===== config.mk =====
export PLATFORM = sky130hd
export DESIGN_NAME = fft2d_top
export DESIGN_NICKNAME = d
export VERILOG_FILES = /design/src/fft2d_pkg.sv /design/src/fft4_stage.sv /design/src/corner_turn_buffer.sv /design/src/fft2d_top.sv
export SDC_FILE = /design/constraint.sdc
export NUM_CORES = 2
export LEC_CHECK = 0
export BUFFER_PORTS_ARGS = -buffer_cell sky130_fd_sc_hd__buf_2
export CAP_MARGIN = 20
export CORE_UTILIZATION = 45
export CTS_BUF_LIST = sky130_fd_sc_hd__clkbuf_2
export DETAILED_ROUTE_END_ITERATION = 8
export PLACE_DENSITY = 0.66
export SYNTH_ARGS = -nofsm -noshare
export SYNTH_HDL_FRONTEND = slang
export SYNTH_SLANG_ARGS = --single-unit

===== constraint.sdc =====
create_clock -name clk -period 17.6 [get_ports clk]
set_input_delay 1.76 -clock clk [delete_from_list [all_inputs] [get_ports clk]]
set_output_delay 1.76 -clock clk [all_outputs]
set_load 0.01 [all_outputs]

===== src/fft2d_pkg.sv =====
package fft2d_pkg;

  // sample and frame geometry
  localparam int SAMPLE_W    = 16;            // bits per real or imag part
  localparam int PTS         = 4;             // points per transform
  localparam int FRAME_LEN   = PTS * PTS;     // 4x4 complex frame

  // counter widths
  localparam int PTS_CNT_W   = 2;             // index inside one block of four
  localparam int FRAME_CNT_W = 4;             // index inside one frame

  // scaling per 1-D transform
  localparam int SCALE_SHIFT = 2;             // divide by 4
  localparam int SUM_W       = SAMPLE_W + 2;  // headroom for the four-way sum

  // one complex sample
  // im sits in the upper half and re in the lower half of the 32-bit word
  typedef struct packed {
    logic signed [SAMPLE_W-1:0] im;           // imag part
    logic signed [SAMPLE_W-1:0] re;           // real part
  } cplx_t;

  // corner-turn phases
  typedef enum logic {
    CT_FILL  = 1'b0,                          // taking rows in
    CT_DRAIN = 1'b1                           // sending columns out
  } ct_state_e;

endpackage


===== src/fft4_stage.sv =====
`timescale 1ns/10ps

module fft4_stage import fft2d_pkg::*;
(
  input  logic  clk,
  input  logic  rst_n_i,
  // sample stream in
  input  cplx_t in_data_i,
  input  logic  in_valid_i,
  output logic  in_ready_o,
  // result stream out
  output cplx_t out_data_o,
  output logic  out_valid_o,
  input  logic  out_ready_i,
  output logic  out_last_o
);

  logic [PTS_CNT_W-1:0] gath_cnt_q;           // samples taken in current block
  logic [PTS_CNT_W-1:0] out_cnt_q;            // result index being sent
  logic                 out_valid_q;          // output register holds a block

  cplx_t gath_q [0:PTS-2];                    // a, b, c once three are in
  cplx_t res_q  [0:PTS-1];                    // X0..X3 waiting to go out
  cplx_t bfly   [0:PTS-1];                    // butterfly results, comb

  logic in_acc;                               // input beat this cycle
  logic blk_load;                             // fourth sample taken, load results
  logic out_acc;                              // output beat this cycle
  logic out_final;                            // X3 leaving this cycle

  // partial sums and differences at SUM_W
  logic signed [SUM_W-1:0] s_ac_re, s_ac_im;  // a + c
  logic signed [SUM_W-1:0] s_bd_re, s_bd_im;  // b + d
  logic signed [SUM_W-1:0] d_ac_re, d_ac_im;  // a - c
  logic signed [SUM_W-1:0] d_bd_re, d_bd_im;  // b - d

  // arithmetic shift then drop the headroom bits
  function automatic logic signed [SAMPLE_W-1:0] scale(input logic signed [SUM_W-1:0] s);
    logic signed [SUM_W-1:0] t;
    t = s >>> SCALE_SHIFT;                    // rounds toward minus infinity
    return t[SAMPLE_W-1:0];
  endfunction

  assign out_acc   = out_valid_q && out_ready_i;
  assign out_final = out_acc && (out_cnt_q == PTS_CNT_W'(PTS - 1));

  // fourth sample may only enter when the result register frees up
  assign in_ready_o = (gath_cnt_q != PTS_CNT_W'(PTS - 1)) || !out_valid_q || out_final;
  assign in_acc     = in_valid_i && in_ready_o;
  assign blk_load   = in_acc && (gath_cnt_q == PTS_CNT_W'(PTS - 1));

  // radix-4 butterfly, d comes straight from the input port
  always_comb
  begin
    s_ac_re = gath_q[0].re + gath_q[2].re;
    s_ac_im = gath_q[0].im + gath_q[2].im;
    d_ac_re = gath_q[0].re - gath_q[2].re;
    d_ac_im = gath_q[0].im - gath_q[2].im;
    s_bd_re = gath_q[1].re + in_data_i.re;
    s_bd_im = gath_q[1].im + in_data_i.im;
    d_bd_re = gath_q[1].re - in_data_i.re;
    d_bd_im = gath_q[1].im - in_data_i.im;

    bfly[0].re = scale(s_ac_re + s_bd_re);    // X0 = a+b+c+d
    bfly[0].im = scale(s_ac_im + s_bd_im);
    bfly[1].re = scale(d_ac_re + d_bd_im);    // X1 = (a-c) - j(b-d)
    bfly[1].im = scale(d_ac_im - d_bd_re);
    bfly[2].re = scale(s_ac_re - s_bd_re);    // X2 = a-b+c-d
    bfly[2].im = scale(s_ac_im - s_bd_im);
    bfly[3].re = scale(d_ac_re - d_bd_im);    // X3 = (a-c) + j(b-d)
    bfly[3].im = scale(d_ac_im + d_bd_re);
  end

  // gather and output counters run independently
  always_ff @(posedge clk or negedge rst_n_i)
  begin
    if (!rst_n_i)
    begin
      gath_cnt_q  <= '0;
      out_cnt_q   <= '0;
      out_valid_q <= 1'b0;
    end
    else
    begin
      if (in_acc)
        gath_cnt_q <= gath_cnt_q + 1'b1;      // wraps after the fourth
      if (out_acc)
        out_cnt_q <= out_cnt_q + 1'b1;        // back to X0 after X3
      if (blk_load)
        out_valid_q <= 1'b1;                  // new block takes over directly
      else if (out_final)
        out_valid_q <= 1'b0;
    end
  end

  // sample and result storage
  always_ff @(posedge clk)
  begin
    if (in_acc)
    begin
      gath_q[2] <= in_data_i;                 // shift in, oldest ends at [0]
      gath_q[1] <= gath_q[2];
      gath_q[0] <= gath_q[1];
    end
    if (blk_load)
      res_q <= bfly;
  end

  assign out_data_o  = res_q[out_cnt_q];
  assign out_valid_o = out_valid_q;
  assign out_last_o  = (out_cnt_q == PTS_CNT_W'(PTS - 1));  // flags X3

endmodule


===== src/corner_turn_buffer.sv =====
`timescale 1ns/10ps

module corner_turn_buffer import fft2d_pkg::*;
(
  input  logic  clk,
  input  logic  rst_n_i,
  // row-major stream in
  input  cplx_t in_data_i,
  input  logic  in_valid_i,
  output logic  in_ready_o,
  // column-major stream out
  output cplx_t out_data_o,
  output logic  out_valid_o,
  input  logic  out_ready_i
);

  ct_state_e state_q;                         // fill or drain

  cplx_t mem [0:FRAME_LEN-1];                 // one full frame, row-major
  cplx_t out_data_q;                          // registered read data

  logic [FRAME_CNT_W-1:0] wr_cnt_q;           // write address, k = row*4 + col
  logic [FRAME_CNT_W-1:0] rd_cnt_q;           // read order, col outer row inner
  logic [FRAME_CNT_W-1:0] rd_addr;            // rd_cnt_q remapped to row-major
  logic                   rd_busy_q;          // reads left to issue
  logic                   out_valid_q;        // out_data_q holds an entry

  logic wr_en;                                // input beat this cycle
  logic rd_adv;                               // issue next read
  logic out_acc;                              // output beat this cycle

  assign in_ready_o = (state_q == CT_FILL);   // no writes during drain
  assign wr_en      = in_valid_i && in_ready_o;
  assign out_acc    = out_valid_q && out_ready_i;

  // refill the read register when it is empty or being emptied
  assign rd_adv = rd_busy_q && (!out_valid_q || out_ready_i);

  // swap row and column fields of the count
  assign rd_addr = {rd_cnt_q[PTS_CNT_W-1:0], rd_cnt_q[FRAME_CNT_W-1:PTS_CNT_W]};

  always_ff @(posedge clk or negedge rst_n_i)
  begin
    if (!rst_n_i)
    begin
      state_q     <= CT_FILL;
      wr_cnt_q    <= '0;
      rd_cnt_q    <= '0;
      rd_busy_q   <= 1'b0;
      out_valid_q <= 1'b0;
    end
    else
    begin
      case (state_q)
        CT_FILL:
        begin
          if (wr_en)
          begin
            wr_cnt_q <= wr_cnt_q + 1'b1;      // wraps to 0 for the next frame
            if (wr_cnt_q == FRAME_CNT_W'(FRAME_LEN - 1))
            begin
              state_q   <= CT_DRAIN;          // frame complete
              rd_busy_q <= 1'b1;
            end
          end
        end
        CT_DRAIN:
        begin
          // all reads issued and the last one is taken
          if (!rd_busy_q && out_acc)
            state_q <= CT_FILL;
        end
        default:
          state_q <= CT_FILL;
      endcase

      if (rd_adv)
      begin
        rd_cnt_q <= rd_cnt_q + 1'b1;
        if (rd_cnt_q == FRAME_CNT_W'(FRAME_LEN - 1))
          rd_busy_q <= 1'b0;                  // sixteenth read issued
      end

      if (rd_adv)
        out_valid_q <= 1'b1;
      else if (out_acc)
        out_valid_q <= 1'b0;
    end
  end

  // frame storage and read port
  always_ff @(posedge clk)
  begin
    if (wr_en)
      mem[wr_cnt_q] <= in_data_i;
    if (rd_adv)
      out_data_q <= mem[rd_addr];             // held while stalled
  end

  assign out_data_o  = out_data_q;
  assign out_valid_o = out_valid_q;

endmodule


===== src/fft2d_top.sv =====
`timescale 1ns/10ps

module fft2d_top import fft2d_pkg::*;
(
  input  logic  clk,
  input  logic  rst_n_i,
  // input sample stream, row-major
  input  cplx_t s_data_i,
  input  logic  s_valid_i,
  output logic  s_ready_o,
  // 2-D result stream, column-major
  output cplx_t m_data_o,
  output logic  m_valid_o,
  input  logic  m_ready_i,
  output logic  m_last_o
);

  cplx_t row_data;                            // row FFT results
  logic  row_valid;
  logic  row_ready;

  cplx_t ct_data;                             // transposed row results
  logic  ct_valid;
  logic  ct_ready;

  // 4-point FFT along each row
  fft4_stage i_row_fft (
    .clk         (clk),
    .rst_n_i     (rst_n_i),
    .in_data_i   (s_data_i),
    .in_valid_i  (s_valid_i),
    .in_ready_o  (s_ready_o),
    .out_data_o  (row_data),
    .out_valid_o (row_valid),
    .out_ready_i (row_ready),
    .out_last_o  ()                           // buffer counts positions itself
  );

  // rows in, columns out
  corner_turn_buffer i_corner_turn (
    .clk         (clk),
    .rst_n_i     (rst_n_i),
    .in_data_i   (row_data),
    .in_valid_i  (row_valid),
    .in_ready_o  (row_ready),
    .out_data_o  (ct_data),
    .out_valid_o (ct_valid),
    .out_ready_i (ct_ready)
  );

  // 4-point FFT along each column, last marks column end
  fft4_stage i_col_fft (
    .clk         (clk),
    .rst_n_i     (rst_n_i),
    .in_data_i   (ct_data),
    .in_valid_i  (ct_valid),
    .in_ready_o  (ct_ready),
    .out_data_o  (m_data_o),
    .out_valid_o (m_valid_o),
    .out_ready_i (m_ready_i),
    .out_last_o  (m_last_o)
  );

endmodule


==> summary.txt <==
Timing
  – Period utilisation layout: 28.9%
  – Final Setup Violations: 0
  – Slew HR: 24.8%
  – Tmin final: about 5.1 ns
  – Final Hold Viols: 0
  – Post-route clock skew: roughly 0.12 ns
  – RSZ-0062 raised after global routing: false
  – Max Clk Rate: 0.197 GHz
  – Fin. max-slew vios: 0
  – Worst-margin pin slew: around 1.1 ns
  – Setup_tns: 0 ns

Routing
  – Vias: 35200
  – DR pass1 iterations: 7
  – Routed vias/inst: roughly 5.4
  – Antenna-violating nets left: 0
  – DR iter-0 viols: around 2400
  – WL/cell: ~20 um
  – Post-Route WL: roughly 130000 um
  – Drt drc: 0

Layout
  – Finished Cell Area: approximately 63000 um^2
  – Area grow syn2layout: 7.77%
  – Final core utilization: 49.0%
  – Final cell count without fillers: around 6500
  – Share of layout cells above drive strength 1: roughly 16%
  – Total Nets Final: about 5200

Synthesis
  – FFs w/ async S/R, synth: 2.07%
  – Count of flip-flops with a built-in enable after synthesis: a little under 1000
  – Ys flop type: edfxtp_1
  – Ys Warns: 0
  – Mapped Cells: 4491
  – Mapped Nets: 5064
  – Mapped cell area: approximately 58000 um^2
  – Seq/Total Area, Yosys: between 50 and 60%
  – FF+latch count, synth: ~1000
  – Syn avg cell area: ~13 um^2
  – Post-synth cell types: 86

Global routing
  – Met3 Track Usage GR: 3.41%
  – M1 GR Usage: around a quarter
  – First-pass GRT wire length: around 200000 um
  – Initial antenna violation count: 4
  – Vias in the first global route: roughly 35000
  – GR Overflow Total: 0
  – Largest net degree at the start of global routing: 81
  – Global-route usage over all layers: between 10% and 20%
  – Gr busiest metal: met2
  – GR Layer Usage met2: between 30% and 40%

Placement
  – Area after DPL: 60200 um^2
  – Port bufs: 70
  – DP Wirelength: approximately 94000 um
  – Gp weighted congestion: between 0.9 and 1
  – DP Cell Count: around 6100

Floorplan
  – Die Ht: ~360 um
  – Row count: 131
  – Initial Utilization: between 40% and 50%
  – Die width: around 360 um
  – Full die area: about 130000 um^2
  – I/O pins: 71
  – Core Area: between 100000 and 150000 um^2

Job
  – MaxCap Viol Count: 0

Min path
  – Hold Crit Class: in2reg
  – Min-delay src: s_data_i[18]

Clock network
  – Hold_buf cts: 1
  – Root buf cell: clkbuf_2
  – Clock tree buffer depth: 3
  – Worst-Skew Late Latency: between 1.5 and 2 ns
  – Post-CTS Setup Repair Bufs: 0
  – CTS Buf Count: between 200 and 250
  – CTS H-Tree Depth: 4
  – Clock transition at path regs: 0.11 ns
  – Post-CTS resize count: 0
  – CTS tree: done
  – Clock sink count: roughly 1000

Setup path
  – CP Class: reg2out
  – R2R Path Start: i_col_fft.gath_q[0][82]$_DFFE_PP_
  – Critical path data arrival time: ~3.3 ns
  – Startpoint types: register
  – Critical Path Sink Type: output port
  – Crit path launch: i_col_fft.out_cnt_q[0]$_DFFE_PN0P_
  – Crit Path Max Fanout: 34
  – WP data required: 15.84 ns

Status
  – Status: finished clean
[sequential cells by signal, indices dropped and copies added (netlist names), 2 cells and up]
register                  count
i_col_fft.gath_cnt_q          2
i_col_fft.out_cnt_q           2
i_corner_turn.rd_cnt_q        4
i_corner_turn.out_data_o     32
i_corner_turn.mem           512
i_row_fft.out_cnt_q           2
i_col_fft.gath_q             96
i_corner_turn.wr_cnt_q        4
i_col_fft.res_q             128
i_row_fft.gath_cnt_q          2
i_row_fft.res_q             128
i_row_fft.gath_q             96
[final timing paths]
| check | endpoint | slack, ns | cells after the start |
|---|---|---|---|
| max | m_data_o[8] | 12.51 | 3 |
| min | i_row_fft.gath_q[0][82]$_DFFE_PP_ | 0.30 | 1 |
| max reg2reg | i_col_fft.res_q[30]$_DFFE_PP_ | 12.53 | 18 |
| min reg2reg | i_row_fft.gath_q[0][13]$_DFFE_PP_ | 0.46 | 0 |
| max in group asynchronous | i_row_fft.out_cnt_q[0]$_DFFE_PN0P_ | 16.43 | 2 |
| min in group asynchronous | i_col_fft.out_cnt_q[1]$_DFFE_PN0P_ | 0.65 | 2 |
[critical path, cell delays in order (launching register included)]
cell and delay (ns):
dfrtp_2 0.36, buf_4 0.52, mux4_2 0.59, buf_2 0.15
[cells in the final DEF (no fill, tap or decap), types with 13 or more instances in the layout]
cell type and instances:
xor2_1 121, a21o_1 56, a31oi_1 19, dfrtp_1 15, fa_1 16, o31ai_1 19, mux4_2 224, o211ai_1 15
nor2b_1 55, edfxtp_1 992, o21ai_0 124, nand4_1 15, xnor2_1 328, a21oi_1 299, o21a_1 38, buf_2 71
clkinv_1 66, nand2_1 89, clkbuf_2 348, buf_4 29, o31a_1 16, and2_1 14, a221oi_1 17, and3_1 16
nand3_1 30, nor3_1 79, or2_2 14, nor4_1 16, and2_2 16, inv_1 440, clkinv_2 13, or3_1 27
ha_1 521, nand2b_1 53, o21bai_1 97, nor2_1 340, a211oi_1 19
[routing by layer]
metal | part of all wire (%) | routed length, um
met1 | 44 | 57400
met3 | 4.6 | 5950
met4 | 2.4 | 3130
met2 | 49 | 63500
met5 | 0.0054 | 7
[layout make-up]
cell class / count / area (um^2)
fillers: 11200 / 65200
well taps: 1662 / 2080
clock buffers: 348 / 1740
multi-input cells: 2872 / 25500
flip-flops and latches: 1013 / 30300
clock inverters: 94 / 553
diodes: 11 / 27.5
inverters: 443 / 1660
repair buffers: 105 / 663
[cells by family after synthesis]
family	share of synthesized area, %
AND/OR/NAND/NOR	6.69
flip-flops	52.3
multiplexers	8.90
XOR/XNOR	6.78
buffers and inverters	3.93
AO/OA/AOI/OAI	9.66
adder cells (fa/ha/maj)	11.8
[stage by stage]
step	setup WS [ns]	hold slack (ns)
after CTS	12.25	0.113
after detailed placement	11.30	0.465
after global placement	11.25	0.461
final	12.51	0.302
after floorplan	7.16	0.448
after global routing	12.11	0.148
[synthesized netlist by cell type (16+ instances only)]
cell type  count  area share [%]
o31ai_1       19            0.25
inv_1        440             2.8
or3_1         27            0.29
nor2b_1       56            0.60
and3_1        17            0.18
o21bai_1      97             1.3
dfrtp_1       21            0.91
nor2_1       340             2.2
nand2b_1      53            0.57
o21a_1        38            0.49
a21oi_1      299             2.6
nor4_1        16            0.17
nand3_1       30            0.26
nand2_1       89            0.58
ha_1         521              11
and2_1        32            0.35
xor2_1       121             1.8
xnor2_1      328             5.0
clkbuf_1     138            0.89
mux4_2       224             8.7
a221oi_1      17            0.26
buf_1         23            0.15
a211oi_1      19            0.25
a21o_1        56            0.72
o31a_1        16            0.24
fa_1          16            0.55
edfxtp_1     992              51
o21ai_0      124             1.1
nor3_1        79            0.68
a31oi_1       19            0.20
Power is left out: the tool's default activity adds up to more than one toggle a clock period on the data nets, which glitch-free logic cannot reach.
